==> config.mk <==
export PLATFORM = sky130hd
export DESIGN_NAME = radio_ctrl_top
export DESIGN_NICKNAME = d
export VERILOG_FILES = /design/src/hdl/radio_ctrl_pkg.sv /design/src/hdl/radio_ctrl_top.sv /design/src/hdl/event_timer.sv /design/src/hdl/vita_time.sv /design/src/hdl/board_ctrl_regs.sv
export SDC_FILE = /design/constraint.sdc
export NUM_CORES = 1
export LEC_CHECK = 0
export BUFFER_PORTS_ARGS = -buffer_cell sky130_fd_sc_hd__buf_4
export CORE_UTILIZATION = 30
export CTS_CLUSTER_SIZE = 25
export DETAILED_ROUTE_END_ITERATION = 7
export PLACE_DENSITY_LB_ADDON = 0.08
export SYNTH_ARGS = -nofsm -noshare
export SYNTH_HDL_FRONTEND = slang
export SYNTH_SLANG_ARGS = --single-unit
==> constraint.sdc <==
create_clock -name dsp_clk -period 5.67 [get_ports dsp_clk]
set_input_delay 0 -clock dsp_clk [delete_from_list [all_inputs] [get_ports dsp_clk]]
set_output_delay 0 -clock dsp_clk [all_outputs]
set_load 0.02 [all_outputs]
==> src/hdl/radio_ctrl_pkg.sv <==
//////////////////////////////
// Radio control register map, bus types
// and the time load state encoding
//////////////////////////////

package radio_ctrl_pkg;

   //////////////////////////////
   // Bus and time widths
   //////////////////////////////
   typedef logic [7:0]  sr_addr_t;
   typedef logic [31:0] sr_data_t;
   // Seconds in the upper word, ticks in the lower word
   typedef logic [63:0] vita_time_t;

   // One settings write, no handshake
   typedef struct packed {
      logic     stb;
      sr_addr_t addr;
      sr_data_t data;
   } set_bus_t;

   // Board control lines
   typedef struct packed {
      logic       clock_ready;
      logic [1:0] clk_en;
      logic [1:0] clk_sel;
      logic       ser_enable;
      logic       ser_prbsen;
      logic       ser_loopen;
      logic       ser_rx_en;
      logic       adc_oe_a;
      logic       adc_on_a;
      logic       adc_oe_b;
      logic       adc_on_b;
      logic       phy_reset_n;
   } board_ctrl_t;

   // Hardware LED sources, msb first as they land on leds[4:1]
   typedef struct packed {
      logic run_tx;
      logic run_rx;
      logic clk_status;
      logic link_up;
   } led_status_t;

   //////////////////////////////
   // Settings register map
   //////////////////////////////
   localparam sr_addr_t SR_CLOCK    = 8'd0;
   localparam sr_addr_t SR_SERDES   = 8'd1;
   localparam sr_addr_t SR_ADC      = 8'd2;
   localparam sr_addr_t SR_LED_SW   = 8'd3;
   localparam sr_addr_t SR_PHY      = 8'd4;
   localparam sr_addr_t SR_LED_SRC  = 8'd8;
   // Three registers from here
   localparam sr_addr_t SR_TIME64   = 8'd192;
   // Two registers from here
   localparam sr_addr_t SR_SIMTIMER = 8'd198;

   // LEDs 4..1 follow hardware out of reset
   localparam logic [7:0] LED_SRC_RESET = 8'h1e;

   // Time load FSM
   typedef enum logic {
      TIME_IDLE,
      TIME_ARMED
   } time_load_e;

endpackage
==> src/hdl/radio_ctrl_top.sv <==
//////////////////////////////
// Radio board control top level
//////////////////////////////
`timescale 1ns/100ps

module radio_ctrl_top #(
   parameter logic [31:0] TICKS_PER_SEC = 32'd100_000_000
) (
   input  logic                        dsp_clk,
   input  logic                        wb_rst,
   input  radio_ctrl_pkg::set_bus_t    set_i,
   input  logic                        pps_i,
   input  radio_ctrl_pkg::led_status_t led_status_i,
   output radio_ctrl_pkg::board_ctrl_t board_ctrl_o,
   output logic [7:0]                  leds_o,
   output radio_ctrl_pkg::vita_time_t  vita_time_o,
   output logic                        pps_int_o,
   output logic                        onetime_int_o,
   output logic                        periodic_int_o
);

   // Every block sees the full settings bus and decodes its own range

   // Clock, SERDES, ADC, PHY lines and LEDs
   board_ctrl_regs i_board_ctrl_regs (
      .dsp_clk      (dsp_clk),
      .wb_rst       (wb_rst),
      .set_i        (set_i),
      .led_status_i (led_status_i),
      .board_ctrl_o (board_ctrl_o),
      .leds_o       (leds_o)
   );

   // 64 bit VITA time with PPS
   vita_time #(
      .TICKS_PER_SEC (TICKS_PER_SEC)
   ) i_vita_time (
      .dsp_clk     (dsp_clk),
      .wb_rst      (wb_rst),
      .set_i       (set_i),
      .pps_i       (pps_i),
      .vita_time_o (vita_time_o),
      .pps_int_o   (pps_int_o)
   );

   // One-shot and periodic interrupts
   event_timer i_event_timer (
      .dsp_clk        (dsp_clk),
      .wb_rst         (wb_rst),
      .set_i          (set_i),
      .onetime_int_o  (onetime_int_o),
      .periodic_int_o (periodic_int_o)
   );

endmodule

==> src/hdl/event_timer.sv <==
//////////////////////////////
// One-shot and periodic interrupt timers
//////////////////////////////
`timescale 1ns/100ps

module event_timer (
   input  logic                     dsp_clk,
   input  logic                     wb_rst,
   input  radio_ctrl_pkg::set_bus_t set_i,
   output logic                     onetime_int_o,
   output logic                     periodic_int_o
);

   localparam radio_ctrl_pkg::sr_addr_t ADDR_ONESHOT = radio_ctrl_pkg::SR_SIMTIMER;
   localparam radio_ctrl_pkg::sr_addr_t ADDR_PERIOD  = radio_ctrl_pkg::SR_SIMTIMER + 8'd1;

   radio_ctrl_pkg::sr_data_t oneshot_cnt_q;
   radio_ctrl_pkg::sr_data_t period_q;
   radio_ctrl_pkg::sr_data_t period_cnt_q;
   logic                     oneshot_int_q;
   logic                     periodic_int_q;
   logic                     oneshot_wr;
   logic                     period_wr;

   assign oneshot_wr = set_i.stb && (set_i.addr == ADDR_ONESHOT);
   assign period_wr  = set_i.stb && (set_i.addr == ADDR_PERIOD);

   //////////////////////////////
   // One-shot down-counter
   //////////////////////////////
   // Fires on the edge where the count leaves 1, zero means idle
   always_ff @(posedge dsp_clk) begin
      if (wb_rst) begin
         oneshot_cnt_q <= '0;
         oneshot_int_q <= 1'b0;
      end else if (oneshot_wr) begin
         oneshot_cnt_q <= set_i.data;
         oneshot_int_q <= 1'b0;
      end else begin
         oneshot_int_q <= (oneshot_cnt_q == 32'd1);
         if (oneshot_cnt_q != '0)
            oneshot_cnt_q <= oneshot_cnt_q - 32'd1;
      end
   end

   //////////////////////////////
   // Periodic reloading counter
   //////////////////////////////
   always_ff @(posedge dsp_clk) begin
      if (wb_rst) begin
         period_q       <= '0;
         period_cnt_q   <= '0;
         periodic_int_q <= 1'b0;
      end else if (period_wr) begin
         period_q       <= set_i.data;
         period_cnt_q   <= set_i.data;
         periodic_int_q <= 1'b0;
      end else if (period_q == '0) begin
         periodic_int_q <= 1'b0;
      end else if (period_cnt_q == 32'd1) begin
         period_cnt_q   <= period_q;
         periodic_int_q <= 1'b1;
      end else begin
         period_cnt_q   <= period_cnt_q - 32'd1;
         periodic_int_q <= 1'b0;
      end
   end

   assign onetime_int_o  = oneshot_int_q;
   assign periodic_int_o = periodic_int_q;

endmodule

==> src/hdl/vita_time.sv <==
//////////////////////////////
// VITA seconds and ticks counter
// with PPS detection and timed load
//////////////////////////////
`timescale 1ns/100ps

module vita_time #(
   parameter logic [31:0] TICKS_PER_SEC = 32'd100_000_000
) (
   input  logic                       dsp_clk,
   input  logic                       wb_rst,
   input  radio_ctrl_pkg::set_bus_t   set_i,
   input  logic                       pps_i,
   output radio_ctrl_pkg::vita_time_t vita_time_o,
   output logic                       pps_int_o
);

   localparam radio_ctrl_pkg::sr_addr_t ADDR_SECS  = radio_ctrl_pkg::SR_TIME64;
   localparam radio_ctrl_pkg::sr_addr_t ADDR_TICKS = radio_ctrl_pkg::SR_TIME64 + 8'd1;
   localparam radio_ctrl_pkg::sr_addr_t ADDR_LOAD  = radio_ctrl_pkg::SR_TIME64 + 8'd2;
   localparam radio_ctrl_pkg::sr_data_t TICK_LAST  = TICKS_PER_SEC - 32'd1;

   radio_ctrl_pkg::sr_data_t   pend_secs_q;
   radio_ctrl_pkg::sr_data_t   pend_ticks_q;
   radio_ctrl_pkg::sr_data_t   secs_q;
   radio_ctrl_pkg::sr_data_t   ticks_q;
   radio_ctrl_pkg::time_load_e state_q;
   logic                       pps_d1_q;
   logic                       pps_d2_q;
   logic                       pps_rise;
   logic                       pps_int_q;
   logic                       load_wr;
   logic                       load_now;
   logic                       load_pps;

   //////////////////////////////
   // Pending time registers
   //////////////////////////////
   always_ff @(posedge dsp_clk) begin
      if (wb_rst) begin
         pend_secs_q  <= '0;
         pend_ticks_q <= '0;
      end else if (set_i.stb) begin
         if (set_i.addr == ADDR_SECS)
            pend_secs_q <= set_i.data;
         if (set_i.addr == ADDR_TICKS)
            pend_ticks_q <= set_i.data;
      end
   end

   // Commit write, bit 0 set means load right away
   assign load_wr  = set_i.stb && (set_i.addr == ADDR_LOAD);
   assign load_now = load_wr && set_i.data[0];

   //////////////////////////////
   // PPS edge detect
   //////////////////////////////
   always_ff @(posedge dsp_clk) begin
      if (wb_rst) begin
         pps_d1_q  <= 1'b0;
         pps_d2_q  <= 1'b0;
         pps_int_q <= 1'b0;
      end else begin
         pps_d1_q  <= pps_i;
         pps_d2_q  <= pps_d1_q;
         pps_int_q <= pps_rise;
      end
   end

   assign pps_rise = pps_d1_q & ~pps_d2_q;

   // A fresh commit on the same edge wins over the armed load
   assign load_pps = (state_q == radio_ctrl_pkg::TIME_ARMED) && pps_rise && !load_wr;

   //////////////////////////////
   // Load FSM
   //////////////////////////////
   always_ff @(posedge dsp_clk) begin
      if (wb_rst) begin
         state_q <= radio_ctrl_pkg::TIME_IDLE;
      end else begin
         case (state_q)
            radio_ctrl_pkg::TIME_IDLE: begin
               if (load_wr && !set_i.data[0])
                  state_q <= radio_ctrl_pkg::TIME_ARMED;
            end
            radio_ctrl_pkg::TIME_ARMED: begin
               if (load_now || load_pps)
                  state_q <= radio_ctrl_pkg::TIME_IDLE;
            end
            default: state_q <= radio_ctrl_pkg::TIME_IDLE;
         endcase
      end
   end

   //////////////////////////////
   // Seconds and ticks counter
   //////////////////////////////
   always_ff @(posedge dsp_clk) begin
      if (wb_rst) begin
         secs_q  <= '0;
         ticks_q <= '0;
      end else if (load_now || load_pps) begin
         // Load replaces this edge's increment
         secs_q  <= pend_secs_q;
         ticks_q <= pend_ticks_q;
      end else if (ticks_q == TICK_LAST) begin
         secs_q  <= secs_q + 32'd1;
         ticks_q <= '0;
      end else begin
         ticks_q <= ticks_q + 32'd1;
      end
   end

   assign vita_time_o = {secs_q, ticks_q};
   assign pps_int_o   = pps_int_q;

endmodule

==> src/hdl/board_ctrl_regs.sv <==
//////////////////////////////
// Board control settings registers
// and the per-bit LED source selector
//////////////////////////////
`timescale 1ns/100ps

module board_ctrl_regs (
   input  logic                        dsp_clk,
   input  logic                        wb_rst,
   input  radio_ctrl_pkg::set_bus_t    set_i,
   input  radio_ctrl_pkg::led_status_t led_status_i,
   output radio_ctrl_pkg::board_ctrl_t board_ctrl_o,
   output logic [7:0]                  leds_o
);

   logic [4:0] clock_q;
   logic [3:0] serdes_q;
   logic [3:0] adc_q;
   logic       phy_reset_q;
   logic [7:0] led_sw_q;
   logic [7:0] led_src_q;
   logic [7:0] led_hw;

   //////////////////////////////
   // Settings registers
   //////////////////////////////
   always_ff @(posedge dsp_clk) begin
      if (wb_rst) begin
         clock_q     <= '0;
         serdes_q    <= '0;
         adc_q       <= '0;
         phy_reset_q <= 1'b0;
         led_sw_q    <= '0;
         led_src_q   <= radio_ctrl_pkg::LED_SRC_RESET;
      end else if (set_i.stb) begin
         // Only the low bits of each word are kept
         case (set_i.addr)
            radio_ctrl_pkg::SR_CLOCK:   clock_q     <= set_i.data[4:0];
            radio_ctrl_pkg::SR_SERDES:  serdes_q    <= set_i.data[3:0];
            radio_ctrl_pkg::SR_ADC:     adc_q       <= set_i.data[3:0];
            radio_ctrl_pkg::SR_PHY:     phy_reset_q <= set_i.data[0];
            radio_ctrl_pkg::SR_LED_SW:  led_sw_q    <= set_i.data[7:0];
            radio_ctrl_pkg::SR_LED_SRC: led_src_q   <= set_i.data[7:0];
            default: ;
         endcase
      end
   end

   //////////////////////////////
   // Control line fields
   //////////////////////////////
   assign {board_ctrl_o.clock_ready,
           board_ctrl_o.clk_en,
           board_ctrl_o.clk_sel} = clock_q;

   assign {board_ctrl_o.ser_enable,
           board_ctrl_o.ser_prbsen,
           board_ctrl_o.ser_loopen,
           board_ctrl_o.ser_rx_en} = serdes_q;

   assign {board_ctrl_o.adc_oe_a,
           board_ctrl_o.adc_on_a,
           board_ctrl_o.adc_oe_b,
           board_ctrl_o.adc_on_b} = adc_q;

   // PHY reset pin is active low
   assign board_ctrl_o.phy_reset_n = ~phy_reset_q;

   //////////////////////////////
   // LED selector
   //////////////////////////////
   // Hardware sources sit on bits 4..1
   assign led_hw = {3'b000, led_status_i, 1'b0};

   // Mask bit 1 picks hardware, 0 picks software
   assign leds_o = (led_src_q & led_hw) | (~led_src_q & led_sw_q);

endmodule

# Word level (Yosys, flattened, before mapping)
# Index checks and enable logic that the tools add are counted.
# op_classes
n_mux,13
reduce_logical,25
addsub,4
n_bitwise,8
eq_ne,14
# ops
cell,n
32-bit 2-to-1 mux,9
32-bit by 1-bit adder with 32-bit output (second input constant),2
32-bit by 1-bit equality test with 1-bit output (second input constant),2
32-bit by 1-bit subtractor with 32-bit output (second input constant),2
8-bit equality test (second input constant),5
32-bit by 27-bit equality test with 1-bit output (second input constant),1
32-bit zero test,1
32-bit nonzero test,1
8-bit by 2-bit equality test with 1-bit output (second input constant),2
2-bit AND reduction,8
8-bit by 5-bit bitwise AND with 8-bit output,1
8-bit bitwise AND,1
8-bit by 1-bit equality test with 1-bit output (second input constant),1
8-bit by 3-bit equality test with 1-bit output (second input constant),1
8-bit by 4-bit equality test with 1-bit output (second input constant),1
8-bit zero test,1
8-bit inverter,1
8-bit OR,1
1-bit logical AND,7
2-bit nonzero test,2
1-bit 2-to-1 mux,3
1-bit inverter,3
3-bit OR reduction,1
1-bit zero test,2
5 further kinds,5
# totals
wordCells,83
in_bits,48
ff_bits,260

# Longest topological paths before layout
# Gate-level depths: netlist of the first run.
# depth
word_depth,7
depth_mapped,9
mapped_depth_nobuf,8

# By module
# Synthesis of the first run repeated with hierarchy kept, for this count alone.
# hier_totals
hier_cells,1577
area_unflattened_um2,12931.2
# modules_own_cells
module,instances,cells_each,seq_area_each_um2,area_per_inst_um2
vita_time,1,775,2642.5,6138.4
event_timer,1,672,1961.9,5392.7
board_ctrl_regs,1,130,600.6,1400.1

# Worst setup path before layout of the first run
# OpenSTA, ideal clock, no wires.
# synth_timing
kind,reg2reg
start,register i_vita_time.ticks_q[0]
end,register i_vita_time.secs_q[10]
n_path_buf,2
arrival_ns,2.311
path_stages_with_launch,10
required_ns,5.579
setup_time_ns,0.091
path_slack_ns,3.267
path_cell_list,dfxtp_1 > ha_1 > and4_1 > and2_1 > buf_4 > nand4_4 > or3_1 > clkbuf_2 > or3_1 > a311oi_1
# synth_via
elab_chain_len,2
# synth_lines
element,line_no,rtl
start: declaration,vita_time.sv:26,radio_ctrl_pkg::sr_data_t ticks_q;
start signal: assignment,vita_time.sv:106,ticks_q <= pend_ticks_q;
start signal: assignment,vita_time.sv:111,ticks_q <= ticks_q + 32'd1;
32-bit by 27-bit equality test with 1-bit output,vita_time.sv:107,end else if (ticks_q == TICK_LAST) begin
2-bit nonzero test (no source line),-,
end signal: assignment,vita_time.sv:105,secs_q <= pend_secs_q;
end signal: assignment,vita_time.sv:108,secs_q <= secs_q + 32'd1;
end: declaration,vita_time.sv:25,radio_ctrl_pkg::sr_data_t secs_q;
# Every way passes these cells.
# A chain may end at the register's enable or synchronous reset.

# Worst setup path after layout of the first run
# layout_timing
start,register i_vita_time.ticks_q[0]
end,register i_vita_time.secs_q[8]
# Same word-level chain as after synthesis.

==> results of run 1 <==
## synthesized netlist by cell type (20+ instances only)
cell type  number
xor2_1         40
nand2_1       285
nor3_1         70
nor2_1        160
a211oi_1       66
mux2i_1        20
nor4_1         31
xnor2_1        52
o21ai_0        37
clkbuf_1       77
dfxtp_1       260
nand4_1        29
a21oi_1       125
nand3_1        41
## layout make-up
type	instances	area (um2)
flip-flops and latches	260	5205
clock inverters	7	125.1
fillers	4360	26340
inverters	15	56.30
repair buffers	192	1553
multi-input cells	1184	6969
well taps	539	674.4
clock buffers	50	927.1
## worst reg2reg max path, delay by kind of cell (launching register included)
family | cells | cell delay, ps
compound gates | 1 | 280
flops | 1 | 400
simple gates | 5 | 1880
fa+ha+maj | 1 | 230
## layout by cell type (no fill, tap or decap), types with 5 or more instances in the layout
master / Yosys / routed
nand2_1: 285 / 285
dfxtp_1: 260 / 260
nor2_1: 160 / 159
buf_4: 2 / 149
a21oi_1: 125 / 125
nor3_1: 70 / 69
a211oi_1: 66 / 66
xnor2_1: 52 / 52
dlygate4sd3_1: 1 / 42
nand3_1: 41 / 40
xor2_1: 40 / 40
o21ai_0: 37 / 37
nor4_1: 31 / 31
clkbuf_16: 0 / 31
nand4_1: 29 / 29
or3_1: 19 / 19
mux2i_1: 20 / 19
and3_1: 19 / 18
inv_1: 15 / 15
and4_1: 11 / 11
clkbuf_1: 77 / 11
a22oi_1: 10 / 10
nor2b_1: 9 / 9
a311oi_1: 9 / 9
a311oi_2: 9 / 9
clkbuf_8: 5 / 9
a221oi_1: 8 / 8
or4_1: 7 / 7
nand2_2: 7 / 7
o211ai_2: 7 / 7
ha_1: 7 / 7
mux2_2: 5 / 5
nand2b_1: 5 / 5
a211o_1: 5 / 5
## flip-flops by register name, summed over array words and instances, names as in the netlist, 5 cells and up
signal and cells:
i_board_ctrl_regs.led_src_q 8, i_event_timer.period_cnt_q 32, i_vita_time.pend_secs_q 32, i_vita_time.ticks_q 32, i_board_ctrl_regs.clock_q 5, i_board_ctrl_regs.led_sw_q 8, i_event_timer.period_q 32, i_vita_time.secs_q 32
i_event_timer.oneshot_cnt_q 32, i_vita_time.pend_ticks_q 32
## how the worst max path moves through the flow
stage	slack, ps	depth (start not counted)	end	startpoint
final	2790	7	i_vita_time.secs_q[8]$_SDFFE_PP0P_	i_vita_time.ticks_q[0]$_SDFF_PP0_
after global routing	2480	6	i_event_timer.oneshot_cnt_q[17]$_SDFFE_PP0P_	i_event_timer.oneshot_cnt_q[2]$_SDFFE_PP0P_
after CTS	2770	6	i_event_timer.oneshot_cnt_q[17]$_SDFFE_PP0P_	i_event_timer.oneshot_cnt_q[2]$_SDFFE_PP0P_
after detailed placement	2800	6	i_event_timer.oneshot_cnt_q[8]$_SDFFE_PP0P_	i_event_timer.oneshot_cnt_q[2]$_SDFFE_PP0P_
after global placement	2840	7	i_vita_time.secs_q[12]$_SDFFE_PP0P_	i_vita_time.ticks_q[0]$_SDFF_PP0_
after floorplan	3270	9	i_vita_time.secs_q[10]$_SDFFE_PP0P_	i_vita_time.ticks_q[0]$_SDFF_PP0_
## per-stage QoR
step                      util [%]  area [um2]  hold slack (ps)  total power, mW
after global placement       33.54       14040            232.8            3.331
after CTS                    37.06       15510            2.335            5.446
after detailed placement     33.54       14040            231.4            3.328
after global routing         37.06       15510            52.32            5.668
after floorplan                  -       12730            128.2            3.005
final                        37.06       15510            3.588            5.386
## kinds of logic (layout without fill, tap and decap cells)
family | after synthesis | after routing
AOI/OAI and AO/OA | 319 | 319
xor gates and xnor gates | 92 | 92
adders and majority gates | 7 | 7
buffers and inverters | 121 | 264
DFF | 260 | 260
muxes | 25 | 25
and+or+nand+nor | 741 | 741
## timing repair
item | in CTS | in global routing
endpoints found under the setup margin | 0 | 0
endpoints found under the hold margin | 191 | 0
hold buffers | 42 | 0
buffers inserted | 0 | 0
## report_power, final
| part | switching [mW] | internal (mW) | total [mW] |
|---|---|---|---|
| Combinational | 0.769 | 0.512 | 1.28 |
| Sequential | 0.113 | 1.92 | 2.04 |
| Clock | 0.818 | 1.25 | 2.07 |
## routing by layer
layer	vias to the layer above	part of all wire, %	GRT usage [%]
met3	62	4.1	2.732
li1	5804	-	-
met2	268	46	33.29
met1	5636	48	29.15
met4	0	2.3	5.798
met5	-	0	0
==> results.md, run 1 <==
* Outcome: completed
* Post-CTS sizing at 0
* Layout cells sized above 1 at 15.46%
* RSZ-0062 raised after global routing: false
* Final ANT Viol Nets at 0
* Worst R2R Path Depth at 7
* CP Max Fanout at 10
* H-tree depth at 1
* Diode count at 0
* Final Hold Vio Count at 0
* Worst path arrival time at 3360 ps
* Final HPWL DP at ~30,000 um
* Final worst-path setup slack at 2786 ps
* Remaining global-route overflow at 0
* DRT iter0 DRCs at 537
* Ys flop type: dfxtp_1
* CP most frequent cell: or3_1
* DP Worst Slack at 2801 ps
* Syn nets at 1,620
* Crit end category: flip-flop
* Worst hold-check path type: input pin to flip-flop
* CTS sink count at 260
* Area contributors post-synth: dfxtp_1 41%, nand2_1 8.4%, a21oi_1 4.9%
* Syn. warnings at 0
* Yosys top cell area share at 40.90%
* Longest Clk Path Bufs at 3
* Min-delay src: wb_rst
* Average wire per standard cell at 20.26 um
* Ys async rst share at 0%
* Cell count after synthesis at between 1,500 and 2,000
* Top Ports at 137
* Residual DRC at 0
* Rel. slew slack at 30.16%
* CTS Root Cell: clkbuf_16
* Synth area leader: dfxtp_1
* Post-Synth Adder-Cell Area at 0.6882%
* GPL Wtd Cong at about 0.84
* Simple-Gate Fraction of Synth Area at 28.51%
* GRT Util Overall at 20.79%
* Worst r2r dst: i_vita_time.secs_q[8]$_SDFFE_PP0P_
* Synth Cell Area at 12,730 um2
* Placed cell count at 2,148
* Global-route wire length before repair at ~70,000 um
* Clock transition time at the flip-flop clock pins of the worst setup and hold paths at 60 ps
* Post-Synth XOR/XNOR Area at approximately 6.3%
* WS Path Type: flip-flop to flip-flop
* Port-buffer cells at 136
* Clock Latency Late Sink at 590 ps
* DIE AREA at 43,250 um2
* Hold path depth at 2
* Proportion of synthesized area in mux cells at a little over 2%
* CP Data Required Time at 6140 ps
* CTS Buf Count at 31
* CP max stage delay at 520 ps
* Maxcap violations at 0
* Slew Limit Fails at 0
* Fmax at around 0.35 GHz
* Number of nets in the layout at 1,739
* Pin count of the biggest net entering global routing at between 90 and 100
* LEAKAGE at between 5 and 6 nW
* Initial antenna violation count at 0
* Max rail drop VDD at 0.2324 mV
* Yosys cell types at roughly 80
* CP delay by family, top: simple AND/OR/NAND/NOR gates
* Synth Area in Compound Gates at ~17%
* Die width at 208.0 um
* Area grow syn2layout at 21.88%
* Worst Max-Slew Pin Slew at 1040 ps
* FF+latch count, synth at 260
* Vias at around 12,000
* Height of the die at 208.0 um
* Core area at ~42,000 um2
* WP buf/inv at 0
* Worst flop-to-flop path startpoint: i_vita_time.ticks_q[0]$_SDFF_PP0_
* Final setup skew at 12.38 ps
* CTS tree: built
* Number of flops mapped to enable cells by yosys at 0
* Final setup viols at 0
* Pwr Density at approximately 350 nW/um2
* Average size of a mapped cell at 8.132 um2
* WL final at 45,530 um
* Internal reg-to-reg setup slack at 2790 ps
* Vias in the first global route at 11,380
* Sequential share of the synthesized area at between 40% and 50%
* Initial DRT Pass Iterations at 5
* DR vias/cell at 5.238
* Crit start category: flip-flop
* Tmin final at between 2000 and 3000 ps
* Slowest cell on the critical path: or3_1
* Hold Path End: i_vita_time.ticks_q[5]$_SDFF_PP0_
* Initial core utilization at a little under a third
* Crit-path cells: ha_1, and4_1, and2_1, nand4_4, or3_1, or3_1, a311oi_1
* Finished Layout Cells at around 2,200
* FP Rows at 75
* Fin Setup TNS at 0 ps
* Largest family of logic cells by synthesized area: simple AND/OR/NAND/NOR gates
* Final worst path period share at 50.86%
Power figures use the tool's default switching activity.
==> inputs of run 2 (changes only) <==
- clock period: 5.67 -> 2.7 ns (I/O delays scaled with it)
==> run 2 against run 1 <==
Combinational power up 120%. Final cell count up 1.6%. Sequential power up 110%. First-iteration DRC count up 33%. Die area unchanged. Register-to-register slack worse by 2600 ps. Largest cell class unchanged.
==> results.md, run 2 (synthesis results as in run 1) <==
* Crit-path cells: ha_1, and4_1, and2_1, nand4_4, or3_1, or3_1, a311oi_1
* Slew Limit Fails at 0
* CTS Root Cell: clkbuf_16
* Register Area at 5205 um2
* Final setup skew at 14.53 ps
* Height of the die at 208.0 um
* Residual DRC at 0
* RSZ-0062 raised after global routing: false
* Worst Max-Slew Pin Slew at ~820 ps
* CTS sink count at 260
* Clock transition time at the flip-flop clock pins of the worst setup and hold paths at 60 ps
* DRT iter0 DRCs at 712
* Finished Layout Cells at 2,284
* Multi-input combinational cell area at roughly 7000 um2
* Vias at about 12,000
* DIE AREA at 43,250 um2
* CTS Buf Count at 34
* CP most frequent cell: or3_1
* WL final at 45,890 um
* Die width at 208.0 um
* Initial DRT Pass Iterations at 5
* Global-route wire length before repair at 70,750 um
* Maxcap violations at 0
* P_sw at 3.684 mW
* Number of nets in the layout at ~1,800
* Crit end category: flip-flop
* Fillers at about 4,400
* Pin count of the biggest net entering global routing at slightly below 80
* Average wire per standard cell at approximately 20 um
* Crit path depth at 7
* Outcome: completed
* Area grow syn2layout at 25.30%
* GRT Util Overall at a little over a fifth
* Final setup viols at 0
* DR vias/cell at 5.226
* Hold path depth at 5
* Final worst path period share at 92.02%
* FP Rows at 75
* CP Data Required Time at 3140 ps
* Final HPWL DP at approximately 31,000 um
* Top Ports at 137
* Placed cell count at 2,187
* Post-CTS sizing at 0
* Remaining global-route overflow at 0
* Commonest non-fill, non-tap cell in the layout: nand2_1
* Int Pwr at between 8 and 9 mW
* Longest Clk Path Bufs at 3
* CP delay by family, top: simple AND/OR/NAND/NOR gates
* Clock Power Share at 39.8%
* DP Worst Slack at 257.8 ps
* Final worst-path setup slack at 215.5 ps
* Core area at 41,850 um2
* Initial antenna violation count at 0
* Crit start category: flip-flop
* Tmin final at 2484 ps
* Layout cells sized above 1 at 17.88%
* LEAKAGE at between 5 and 6 nW
* Initial core utilization at 30.41%
* Worst path arrival time at 2920 ps
* Final Hold Vio Count at 0
* Net Sw Frac at 31.15%
* Setup Buffers After CTS at 0
* Port-buffer cells at 136
* Max rail drop VDD at 0.3827 mV
* Combinational power share at 24.1%
* Clock Latency Late Sink at 530 ps
* Fin Setup TNS at 0 ps
* Fmax at a little over 0.4 GHz
* WS Path Type: flip-flop to flip-flop
* Minimum hold slack at 22.05 ps
* CP max stage delay at 470 ps
* GPL Wtd Cong at just under 0.9
* Worst R2R Path Depth at 7
* Rel. slew slack at 45.14%
* Slowest cell on the critical path: or3_1
* Sequential Power Share at between 30% and 40%
* Vias in the first global route at approximately 12,000
* CTS tree: built
* Pwr Density at 741.6 nW/um2
* WP buf/inv at 0
* Most frequent cells in the layout: 285 x nand2_1, 260 x dfxtp_1, 183 x buf_4
* Final ANT Viol Nets at 0
* H-tree depth at 2
* Diode count at 0
* CP Max Fanout at 9
* Worst hold-check path type: input pin to flip-flop
[run 2: changes by cell type in the layout (fill, tap and decap cells not counted)]
cell	delta
buf_12	+5
clkinv_8	+2
inv_16	-1
buf_4	+34
clkbuf_1	-7
clkbuf_16	+4
dlygate4sd3_1	-4
clkbuf_8	+4
inv_6	+1
bufinv_16	-1
[run 2: worst reg2reg max path: cells and delay by family (launching register included)]
kind	cells	cell delay, ps
flip-flops	1	390
adder cells (fa/ha/maj)	1	230
AND/OR/NAND/NOR	5	1510
AO/OA/AOI/OAI	1	280
[run 2: timing repair]
item / CTS / global route
setup endpoints to repair: 0 / 0
endpoints found under the hold margin: 192 / 0
hold buffers: 38 / 0
[run 2: per-stage QoR]
stage               power, mW  utilization (%)  cell area (um2)
floorplan               6.310                -            12730
global placement        7.137            34.39            14390
detailed placement      7.146            34.39            14390
CTS                     11.97            38.10            15950
global route            12.46            38.10            15950
finish                  11.83            38.10            15950
[run 2: per-layer routing]
| layer | vias up | global-route usage [%] | wire [um] | part of all wire, % |
|---|---|---|---|---|
| met5 | - | 0 | 0 | 0 |
| met4 | 0 | 6.999 | 1244 | 2.7 |
| met3 | 67 | 3.472 | 2471 | 5.4 |
| met2 | 327 | 33.93 | 21060 | 46 |
| met1 | 5649 | 28.87 | 21110 | 46 |
| li1 | 5893 | - | - | - |
[run 2: area by class of cell]
type	count	share of cell area, %
Multi-Input combinational cell	1184	43.71
Sequential cell	260	32.64
Timing Repair Buffer	227	11.72
Clock buffer	51	6.623
Tap cell	539	4.229
Clock inverter	8	0.7298
Inverter	15	0.3531
[run 2: worst paths after layout]
kind         slack [ps]                               from                                         end
max                 220  i_vita_time.ticks_q[0]$_SDFF_PP0_         i_vita_time.secs_q[12]$_SDFFE_PP0P_
max reg2reg         220  i_vita_time.ticks_q[0]$_SDFF_PP0_         i_vita_time.secs_q[12]$_SDFFE_PP0P_
min                  20                          set_i[38]  i_board_ctrl_regs.phy_reset_q$_SDFFE_PP0P_
min reg2reg         420    i_vita_time.pps_d2_q$_SDFF_PP0_            i_vita_time.pps_int_o$_SDFF_PP0_
[run 2: power groups by stage]
stage          clock network (mW)  registers (mW)  logic (mW)
3_5_place_dp                    0            4.35        2.80
4_1_cts                      4.85            4.27        2.86
2_1_floorplan                   0            4.30        2.01
6_report                     4.71            4.27        2.85
3_3_place_gp                    0            4.35        2.79
5_1_grt                      5.01            4.30        3.14
